[config.mk]
export PLATFORM = sky130hd
export DESIGN_NAME = gpio_top
export DESIGN_NICKNAME = d
export VERILOG_FILES = /design/src/gpio_pkg.sv /design/src/bus_slave_ctrl.sv /design/src/gpi_sync.sv /design/src/gpio_top.sv /design/src/gpo_regs.sv
export SDC_FILE = /design/constraint.sdc
export NUM_CORES = 1
export LEC_CHECK = 0
export BUFFER_PORTS_ARGS = -buffer_cell sky130_fd_sc_hd__buf_2
export CORE_MARGIN = 2
export CORE_UTILIZATION = 40
export CTS_BUF_LIST = sky130_fd_sc_hd__clkbuf_8 sky130_fd_sc_hd__clkbuf_16
export DETAILED_ROUTE_END_ITERATION = 8
export MAX_ROUTING_LAYER = met4
export SLEW_MARGIN = 20
export SYNTH_ARGS = -nofsm -noshare
export SYNTH_HDL_FRONTEND = slang
export SYNTH_HIERARCHICAL = 1
export SYNTH_SLANG_ARGS = --single-unit
[constraint.sdc]
create_clock -name BUS -period 3.5 [get_ports BUS]
set_clock_uncertainty 0.2 [all_clocks]
set_input_delay 0.35 -clock BUS [delete_from_list [all_inputs] [get_ports BUS]]
set_output_delay 0.35 -clock BUS [all_outputs]
set_load 0.02 [all_outputs]
[src/gpio_pkg.sv]
`default_nettype none

package gpio_pkg;

  // ------------------------------
  // Bus and pin widths
  // ------------------------------

  // Byte address as seen on the bus
  typedef logic [31:0]  bus_addr_t;

  // One bus data word
  typedef logic [31:0]  bus_data_t;

  // Full pin vector, same width for outputs and inputs
  typedef logic [255:0] gpio_vec_t;

  // Word select within a pin vector, taken from addr[4:2]
  typedef logic [2:0]   word_index_t;

  // ------------------------------
  // Address map
  // ------------------------------

  // Output register bank, eight words, read and write
  localparam bus_addr_t GPO_BASE = 32'h0100_0000;

  // Synchronized input words, eight words, read only
  localparam bus_addr_t GPI_BASE = 32'h0100_0020;

  // Words per pin vector
  localparam int NUM_WORDS = 8;

  // ------------------------------
  // Bus timing
  // ------------------------------

  // Wait states ahead of the response
  localparam int WR_WAIT = 2;
  localparam int RD_WAIT = 3;

  // Front end FSM
  typedef enum logic [1:0] {
    IDLE,
    WAIT,
    RESP
  } ctrl_state_t;

endpackage

`default_nettype wire

[src/bus_slave_ctrl.sv]
`timescale 1ns/1ps
`default_nettype none

module bus_slave_ctrl (
  input  logic                  BUS,
  input  logic                  rst,
  // Bus request side
  input  gpio_pkg::bus_addr_t   addr,
  input  gpio_pkg::bus_data_t   write_data,
  input  logic                  rnw,
  input  logic                  valid,
  // Bus response side
  output logic                  ready,
  output logic                  error,
  output gpio_pkg::bus_data_t   read_data,
  // Toward the output bank and the input synchronizer
  output gpio_pkg::word_index_t word_index,
  output logic                  gpo_wr_en,
  output gpio_pkg::bus_data_t   gpo_wr_data,
  input  gpio_pkg::bus_data_t   gpo_rd_word,
  input  gpio_pkg::bus_data_t   gpi_rd_word
);

  import gpio_pkg::*;

  // FSM state
  ctrl_state_t state;

  // Remaining wait states, loaded on the first valid edge
  logic [1:0]  wait_cnt;

  // Address decode results
  logic        aligned;
  logic        gpo_hit;
  logic        gpi_hit;
  logic        legal;

  // High in the cycle that ends with the response edge
  logic        last_wait;

  // Word picked for a read, output bank or input pins
  bus_data_t   rd_word;

  // ------------------------------
  // Address decode
  // ------------------------------

  // Only whole-word accesses are accepted
  assign aligned = (addr[1:0] == 2'b00);

  // Both windows are 32 bytes and 32-byte aligned,
  // so the upper bits alone pick the window
  assign gpo_hit = aligned && (addr[31:5] == GPO_BASE[31:5]);
  assign gpi_hit = aligned && (addr[31:5] == GPI_BASE[31:5]);

  // Input window is read only
  assign legal = gpo_hit || (gpi_hit && rnw);

  // Word within the selected window
  assign word_index = addr[4:2];

  // Read source by window
  assign rd_word = gpi_hit ? gpi_rd_word : gpo_rd_word;

  // ------------------------------
  // Write strobe
  // ------------------------------

  // Last wait cycle of a transaction still held by the master
  assign last_wait = (state == WAIT) && valid && (wait_cnt == 2'd0);

  // Strobe lands on the same edge that raises ready,
  // so gp_op already shows the new word in the ready cycle
  assign gpo_wr_en = last_wait && legal && !rnw;

  // Write data is held stable by the master until ready
  assign gpo_wr_data = write_data;

  // ------------------------------
  // FSM and response
  // ------------------------------

  always_ff @(posedge BUS) begin
    if (rst) begin
      state     <= IDLE;
      wait_cnt  <= 2'd0;
      ready     <= 1'b0;
      error     <= 1'b0;
      read_data <= '0;
    end else begin
      case (state)

        IDLE: begin
          ready <= 1'b0;
          error <= 1'b0;
          // Start counting on the first edge that sees valid
          if (valid) begin
            state <= WAIT;
            // Count includes the response edge itself
            if (rnw) begin
              wait_cnt <= 2'(RD_WAIT - 1);
            end else begin
              wait_cnt <= 2'(WR_WAIT - 1);
            end
          end
        end

        WAIT: begin
          if (!valid) begin
            // Master gave up, drop the access without a strobe
            state <= IDLE;
          end else if (wait_cnt == 2'd0) begin
            state <= RESP;
            ready <= 1'b1;
            error <= !legal;
            // Load read data only for a legal read
            // otherwise it keeps the last read value
            if (legal && rnw) begin
              read_data <= rd_word;
            end
          end else begin
            wait_cnt <= wait_cnt - 2'd1;
          end
        end

        RESP: begin
          // Ready is a single-cycle pulse
          state <= IDLE;
          ready <= 1'b0;
          error <= 1'b0;
        end

        default: begin
          state <= IDLE;
          ready <= 1'b0;
          error <= 1'b0;
        end

      endcase
    end
  end

endmodule

`default_nettype wire

[src/gpi_sync.sv]
`timescale 1ns/1ps
`default_nettype none

module gpi_sync (
  input  logic                  BUS,
  input  logic                  rst,
  // Asynchronous input pins
  input  gpio_pkg::gpio_vec_t   gp_ip,
  // Word select from the front end
  input  gpio_pkg::word_index_t word_index,
  // Synchronized word toward the bus
  output gpio_pkg::bus_data_t   gpi_rd_word
);

  import gpio_pkg::*;

  // ------------------------------
  // Two-stage synchronizer
  // ------------------------------

  // First stage may go metastable
  gpio_vec_t sync_meta;

  // Second stage is safe to use in the BUS domain
  gpio_vec_t sync_q;

  always_ff @(posedge BUS) begin
    if (rst) begin
      sync_meta <= '0;
      sync_q    <= '0;
    end else begin
      sync_meta <= gp_ip;
      sync_q    <= sync_meta;
    end
  end

  // ------------------------------
  // Word select
  // ------------------------------

  // Pin change shows here two edges later
  assign gpi_rd_word = sync_q[word_index*$bits(bus_data_t) +: $bits(bus_data_t)];

endmodule

`default_nettype wire

[src/gpio_top.sv]
`timescale 1ns/1ps
`default_nettype none

module gpio_top (
  input  logic                BUS,
  input  logic                rst,
  // Bus slave port
  input  gpio_pkg::bus_addr_t addr,
  input  gpio_pkg::bus_data_t write_data,
  input  logic                rnw,
  input  logic                valid,
  output logic                ready,
  output logic                error,
  output gpio_pkg::bus_data_t read_data,
  // Pins
  output gpio_pkg::gpio_vec_t gp_op,
  input  gpio_pkg::gpio_vec_t gp_ip
);

  import gpio_pkg::*;

  // ------------------------------
  // Internal nets
  // ------------------------------

  // Word select shared by both banks
  word_index_t word_index;

  // Output bank write port
  logic        gpo_wr_en;
  bus_data_t   gpo_wr_data;

  // Read words back to the front end
  bus_data_t   gpo_rd_word;
  bus_data_t   gpi_rd_word;

  // ------------------------------
  // Bus front end
  // ------------------------------

  bus_slave_ctrl u_ctrl (
    .BUS         (BUS),
    .rst         (rst),
    .addr        (addr),
    .write_data  (write_data),
    .rnw         (rnw),
    .valid       (valid),
    .ready       (ready),
    .error       (error),
    .read_data   (read_data),
    .word_index  (word_index),
    .gpo_wr_en   (gpo_wr_en),
    .gpo_wr_data (gpo_wr_data),
    .gpo_rd_word (gpo_rd_word),
    .gpi_rd_word (gpi_rd_word)
  );

  // ------------------------------
  // Output bank
  // ------------------------------

  gpo_regs u_gpo (
    .BUS         (BUS),
    .rst         (rst),
    .gpo_wr_en   (gpo_wr_en),
    .word_index  (word_index),
    .gpo_wr_data (gpo_wr_data),
    .gpo_rd_word (gpo_rd_word),
    .gp_op       (gp_op)
  );

  // Input synchronizer
  gpi_sync u_gpi (
    .BUS         (BUS),
    .rst         (rst),
    .gp_ip       (gp_ip),
    .word_index  (word_index),
    .gpi_rd_word (gpi_rd_word)
  );

endmodule

`default_nettype wire

[src/gpo_regs.sv]
`timescale 1ns/1ps
`default_nettype none

module gpo_regs (
  input  logic                  BUS,
  input  logic                  rst,
  // Write port from the bus front end
  input  logic                  gpo_wr_en,
  input  gpio_pkg::word_index_t word_index,
  input  gpio_pkg::bus_data_t   gpo_wr_data,
  // Read-back word for the front end
  output gpio_pkg::bus_data_t   gpo_rd_word,
  // Output pins
  output gpio_pkg::gpio_vec_t   gp_op
);

  import gpio_pkg::*;

  // ------------------------------
  // Storage
  // ------------------------------

  // Eight output words with word 0 on gp_op[31:0]
  bus_data_t out_word [NUM_WORDS];

  // One whole word per write strobe
  always_ff @(posedge BUS) begin
    if (rst) begin
      for (int i = 0; i < NUM_WORDS; i++) begin
        out_word[i] <= '0;
      end
    end else if (gpo_wr_en) begin
      // No byte enables here
      out_word[word_index] <= gpo_wr_data;
    end
  end

  // ------------------------------
  // Pin vector
  // ------------------------------

  // Concatenate the bank with the lowest word at the bottom
  always_comb begin
    gp_op = '0;
    for (int i = 0; i < NUM_WORDS; i++) begin
      gp_op[i*$bits(bus_data_t) +: $bits(bus_data_t)] = out_word[i];
    end
  end

  // ------------------------------
  // Read-back
  // ------------------------------

  // Indexed word with no clock edge in between
  // the front end registers it on the response edge
  assign gpo_rd_word = out_word[word_index];

endmodule

`default_nettype wire

==> flow_summary.yaml, run 1 <==
sta:
  worst_pin_slew_ps: 1050
  min_period_over_period: 0.848
  drv_slew: 0
  period_needed_ps: 2970
  rsz0062_at_grt: "no"
  fmax_ghz: 0.337
  fin_tns_setup_ps: 0
  finalHoldViolCount: 0
  finalSetupViolations: 0
  maxSlewHeadroom: 0.302
synth:
  ys.flop_type: "dfxtp_1"
  synth.avg_cell_area_um2: 13.6
  synth_edf_count: 256
  synth_fp_nets: 2526
  synthAdderAreaFrac: 0.000419
  synthXorXnorAreaFrac: 0
  yosys.area_share.simple: 0.191
  yosysUniqueCellTypes: 46
  ys_seq_area_frac: 0.627
  synth_top_family_by_area: "simple AND/OR/NAND/NOR gates"
  syn_inst: 2201
  async_reset_ff_frac: 0
  synth_compound_area_frac: 0.0226
  syn_area_um2: 29800
  yosysWarningCount: 6
  synth_seq_cells: 806
  synth.mux.area_fraction: 0.124
routing:
  via_count: 19800
  wl_per_cell_um: 21.2
  initialDrtViolationCount: 1467
  drc: 0
  via_per_inst: 4.82
  postRouteAntennaNets: 0
  routed_wl_um: 87200
  firstDrtPassIters: 7
critical_path:
  cp-startpoint: "u_ctrl/wait_cnt[0]"
  arrival_ps: 3070
  crit_path_end: "u_gpo/out_word[0][24]"
  cp_max_fo: 17
  reg2reg_setup_slack_ps: 530
  r2r-end: "u_gpo/out_word[0][24]"
  critPathCaptureType: "register"
  worstReg2RegStart: "u_ctrl/wait_cnt[0]"
  critical_path_required_ps: 3610
  path_class: "register to register"
  rr_worst_depth: 9
  cp-start-kind: "register"
grt:
  grt_pass1_wl_um: 128000
  track_usage: 0.228
  grt_pass1_vias: 20600
  antenna_found_initial: 6
  grt_max_degree: 249
  overflow: 0
clock_tree:
  cts_made_buffers: 82
  cts_tree: "built"
  clock_tree.root_cell: "clkbuf_16"
  clk_path_buf_depth: 3
  htreeDepth: 3
  clk_transition_reported_paths_ps: 60
  clk_latency_ps: 630
  clock-sinks: 806
die:
  core_area_um2: 74200
  dieArea_um2: 76800
  die_w_um: 277
  start_util: 0.402
  die_height_um: 277
  top_level_ports: 614
  std_cell_rows: 100
layout:
  nets: 3394
  fin_area_um2: 39800
  syn2layout_area_growth_pct: 33.2
  drive_above_1_share: 0.308
hold_path:
  whs_path_depth: 2
  hold_path.class: "input port to register"
pwr:
  p_leak_nw: 16.8
  vdd_drop_max_mv: 0.340
  power.density_nw_per_um2: 527
placement:
  place_congestion: 0.910
  placed_cell_area_um2: 33900
  numPortBuffers: 613
  hpwl_um: 61200
flow_run:
  maxCapViolCount: 0
status:
  status: "complete, no violations"
## worst min-delay path by stage
stage                         startpoint                    to  slack (ps)
finish                     write_data[0]  u_gpo/out_word[7][0]          60
global route               write_data[0]  u_gpo/out_word[6][0]          40
CTS                        write_data[0]  u_gpo/out_word[7][0]          20
detailed placement   u_gpi/sync_meta[38]      u_gpi/sync_q[38]         220
global placement    u_gpi/sync_meta[130]     u_gpi/sync_q[130]         220
floorplan             u_gpi/sync_meta[0]       u_gpi/sync_q[0]         210
## layer usage
| metal | track usage | wire (um) | up-vias |
|---|---|---|---|
| met3 | 0.0395 | 5440 | 178 |
| met1 | 0.287 | 37500 | 9539 |
| met2 | 0.364 | 40700 | 828 |
| met4 | 0.0967 | 3550 | 0 |
| met5 | - | 0 | - |
| li1 | - | - | 9258 |
## through the flow
stage          total power, mW  hold slack [ps]  std cells   util  setup WS [ps]
2_1_floorplan             11.2              214       2201      -            389
3_3_place_gp              11.8              218       3657  0.457            434
3_5_place_dp              11.9              220       3657  0.457            382
4_1_cts                   21.1             24.0       4102  0.536            490
5_1_grt                   21.7             37.1       4106  0.536            404
6_report                  20.9             64.4       4106  0.536            533
## cells in the final DEF, fill, tap and decap left out, types with 2 or more instances in the layout
cell / instances
inv_1: 23
nand2_1: 99
nand3b_1: 2
a2111oi_2: 20
and2_1: 258
a31oi_1: 33
buf_8: 2
mux2i_1: 2
nor2b_1: 513
buf_12: 24
mux4_2: 64
edfxtp_1: 256
buf_4: 39
clkbuf_16: 83
or2_2: 8
mux2_2: 52
nor2_4: 4
and4_2: 2
dfxtp_1: 550
buf_2: 609
mux4_1: 63
bufinv_16: 10
dlygate4sd3_1: 297
nor2_1: 5
nor4_1: 5
nand2b_1: 4
clkinv_2: 16
clkinv_16: 3
a2111oi_0: 12
nor2_2: 2
clkinvlp_4: 2
nor3_4: 2
inv_16: 2
clkbuf_8: 10
diode_2: 4
nor4_4: 2
clkinv_4: 2
nor3_1: 33
nand4_1: 2
## flip-flops by register name, indices dropped and copies added (netlist names)
name              cells
u_gpo/out_word      256
u_ctrl/error          1
u_gpi/sync_q        256
u_ctrl/ready          1
u_ctrl/state          2
u_gpi/sync_meta     256
u_ctrl/wait_cnt       2
u_ctrl/read_data     32
## cell usage after synthesis, types with 4 or more instances
cell type | instances | area (um2)
buf_2 | 29 | 145
mux2_2 | 52 | 586
mux4_1 | 63 | 1660
nand2_1 | 99 | 372
buf_4 | 35 | 263
a31oi_1 | 33 | 206
nor2_1 | 7 | 26.3
and2_1 | 258 | 1610
a2111oi_0 | 12 | 105
nand2b_1 | 4 | 25.0
buf_1 | 4 | 15.0
clkbuf_1 | 92 | 345
edfxtp_1 | 256 | 7690
dfxtp_1 | 550 | 11000
clkbuf_2 | 10 | 50.1
nor4_1 | 5 | 31.3
buf_6 | 18 | 203
mux4_2 | 64 | 1440
inv_1 | 6 | 22.5
a2111oi_2 | 20 | 300
nor3_1 | 33 | 165
nor2b_1 | 513 | 3210
or2_2 | 8 | 50.1
## repair_timing
action | CTS | global route
buffers inserted | 0 | 0
resized for setup | 0 | 0
hold endpoints to repair | 533 | 0
setup endpoints to repair | 0 | 0
hold buffers | 297 | 0
## critical path: stages (launching register included)
cell	delay (ps)
dfxtp_1	320
inv_1	60
ha_1	180
and4b_1	230
nand4_1	280
nor4_1	330
or3b_4	500
nor3_4	140
or2_2	210
buf_12	170
## area by class of cell
class                      count  area [um2]
fill                        6184       34400
tap                          969        1210
sequential                   806       18700
clock inverter                55         638
clock buffer                  93        2210
multi-input combinational   1201       10100
antenna                        4        10.0
inverter                       6        22.5
timing repair buffer         972        6840
## logic make-up after synthesis
group                      count (synthesis)
and+or+nand+nor                          946
muxes                                    181
buffers and inverters                    194
adders and majority gates                  1
AOI/OAI and AO/OA                         73
DFF                                      806
## power breakdown
group | leakage (nW) | switching, mW | total [mW] | internal, mW
combinational | 8.12 | 0.889 | 1.76 | 0.873
sequential | 7.17 | 0.147 | 10.2 | 10.0
clock | 1.47 | 3.69 | 9.02 | 5.33
total | 16.8 | 4.72 | 20.9 | 16.2
Power figures use the tool's default switching activity.
==> run 2: changes to the inputs <==
--- a/config.mk
+++ b/config.mk
@@ -5,6 +5,7 @@
 export SDC_FILE = /design/constraint.sdc
 export NUM_CORES = 1
 export LEC_CHECK = 0
+export ABC_AREA = 1
 export BUFFER_PORTS_ARGS = -buffer_cell sky130_fd_sc_hd__buf_2
 export CORE_MARGIN = 2
 export CORE_UTILIZATION = 40
==> constraint.sdc (replaced) <==
create_clock -name BUS -period 2.8 [get_ports BUS]
set_clock_uncertainty 0.2 [all_clocks]
set_input_delay 0.28 -clock BUS [delete_from_list [all_inputs] [get_ports BUS]]
set_output_delay 0.28 -clock BUS [all_outputs]
set_load 0.02 [all_outputs]
==> flow_summary.yaml, run 2 <==
layout:
  fin_area_um2: 42200
  syn2layout_area_growth_pct: 30.9
  top_regs: "u_gpi/sync_meta x256, u_gpi/sync_q x256, u_gpo/out_word x256"
  final_cells: 6151
  layout_commonest_cell: "nand2_1"
  nets: 5342
  final_cell_mix: "nand2_1, inv_1, nor2_1"
  drive_above_1_share: 0.165
  final_util: 0.526
  diodes: 0
grt:
  grt_pass1_vias: 27200
  grt_pass1_wl_um: 161000
  antenna_found_initial: 2
  track_usage: 0.268
  grt_max_degree: 152
  overflow: 0
routing:
  drc: 0
  firstDrtPassIters: 7
  via_per_inst: 4.51
  routed_wl_um: 110000
  wl_per_cell_um: 17.9
  initialDrtViolationCount: 1913
  postRouteAntennaNets: 0
  via_count: 27700
synth:
  yosysUniqueCellTypes: 27
  ys_seq_area_frac: 0.580
  synth_edf_count: 256
  syn_area_um2: 32200
  synth.avg_cell_area_um2: 7.68
  synth_fp_nets: 4521
  syn_inst: 4196
  yosysTopAreaCell: "dfxtp_1"
  synthDominantCellAreaShare: 0.342
  synthTopCellsByCount: "nand2_1, inv_1, nor2_1"
  synthMostInstantiatedCell: "nand2_1"
  async_reset_ff_frac: 0
  synth_seq_cells: 806
  yosysWarningCount: 6
  synth_area_leaders: "dfxtp_1, edfxtp_1, nand2_1"
  ys.flop_type: "dfxtp_1"
clock_tree:
  clock_tree.root_cell: "clkbuf_16"
  cts_tree: "built"
  htreeDepth: 3
  clock-sinks: 806
  clk_latency_ps: 650
  cts_made_buffers: 87
  clk_path_buf_depth: 3
  cts_resized: 0
  clk_transition_reported_paths_ps: 60
sta:
  maxSlewHeadroom: 0.520
  fmax_ghz: 0.389
  worst_pin_slew_ps: 721
  min_period_over_period: 0.919
  holdWs_ps: 152
  finalHoldViolCount: 0
  finalSetupViolations: 0
  drv_slew: 0
  fin_tns_setup_ps: 0
  worst_slack_ps: 226
  period_needed_ps: 2570
critical_path:
  cp_max_fo: 32
  critPathCaptureType: "register"
  critical_path_required_ps: 2910
  crit_family: "simple AND/OR/NAND/NOR gates"
  cp-start-kind: "register"
  slowest_delay_ps: 300
  crit_chain: "inv_1 > ha_1 > nand2_1 > nor2_1 > nand3_1 > nor2_1 > inv_1 > nor2_4 > buf_12 > nand3_2 > nand2_2 > buf_12"
  path_class: "register to register"
  cp_slowest_cell: "dfxtp_1"
  crit_buf_inv: 4
  arrival_ps: 2680
die:
  dieArea_um2: 82900
  core_area_um2: 80200
  start_util: 0.402
  die_height_um: 288
  top_level_ports: 614
  std_cell_rows: 104
  die_w_um: 288
placement:
  hpwl_um: 74200
  pre_cts_ws_ps: 97.7
  place_congestion: 0.885
  placed_cell_area_um2: 36000
  numPortBuffers: 613
  dp.cells: 5687
status:
  status: "complete, no violations"
pwr:
  power.density_nw_per_um2: 660
  p_sw_frac: 0.246
  power_frac_comb: 0.097
  internal_power_mw: 21.0
  power_frac_clock: 0.445
  vdd_drop_max_mv: 0.454
  p_leak_nw: 21.8
  finalPower_mw: 27.8
  seqPwrFrac: 0.458
  p_sw_mw: 6.85
hold_path:
  hold_path.class: "input port to register"
flow_run:
  maxCapViolCount: 0
[run 2: changes by cell type in the layout (fill, tap and decap cells not counted), moves of 63 or more]
| cell | delta |
|---|---|
| and2_1 | -258 |
| mux4_1 | -63 |
| nand2_1 | +1117 |
| nor2_1 | +853 |
| mux4_2 | -64 |
| inv_1 | +856 |
| nand3_1 | +168 |
| nor2b_1 | -513 |
[run 2: cells by family (layout without fill, tap and decap cells)]
logic type               Yosys count  after routing  synth area share
adder cells (fa/ha/maj)            1              1          0.000388
buffers and inverters           1100           1995             0.141
flip-flops                       806            806             0.580
AND/OR/NAND/NOR                 2282           2282             0.277
AO/OA/AOI/OAI                      7              7           0.00132
[run 2: power groups by stage]
stage | sequential [mW] | clock (mW) | combinational [mW]
after floorplan | 13.1 | 0 | 1.21
after CTS | 12.8 | 12.6 | 2.69
after global placement | 13.0 | 0 | 2.34
after global routing | 12.8 | 13.0 | 2.98
final | 12.8 | 12.4 | 2.70
after detailed placement | 13.0 | 0 | 2.35
[run 2: worst min-delay path, delay by kind of cell]
family,cells,cell delay [ps]
buf+inv,1,210
simple gates,6,460
[run 2: layout make-up]
cell class              count  area, um2
clock inverters            64        776
repair buffers            964       6730
flip-flops and latches    806      18700
fillers                  7516      38000
well taps                1060       1330
clock buffers              99       2380
multi-input cells        2290       9010
inverters                 868       3260
[run 2: path summary, 6_finish.rpt]
kind	start	endpoint	slack, ps	depth (start not counted)
max	u_ctrl/wait_cnt[0]	u_gpo/out_word[0][11]	230	12
min	addr[4]	u_ctrl/read_data[7]	150	7
max reg2reg	u_ctrl/wait_cnt[0]	u_gpo/out_word[0][11]	230	12
min reg2reg	u_gpi/sync_meta[100]	u_gpi/sync_q[100]	190	2
[run 2: layer usage]
layer / global-route usage / up-vias / part of all wire
li1: - / 13700 / -
met1: 0.321 / 12700 / 0.40
met4: 0.117 / 0 / 0.045
met3: 0.0498 / 232 / 0.077
met5: - / - / 0
met2: 0.440 / 1025 / 0.48
[run 2: what timing repair did]
action | in CTS | in global routing
hold buffers | 300 | 0
hold endpoints to repair | 540 | 0
endpoints found under the setup margin | 0 | 460
setup buffers | 0 | 1
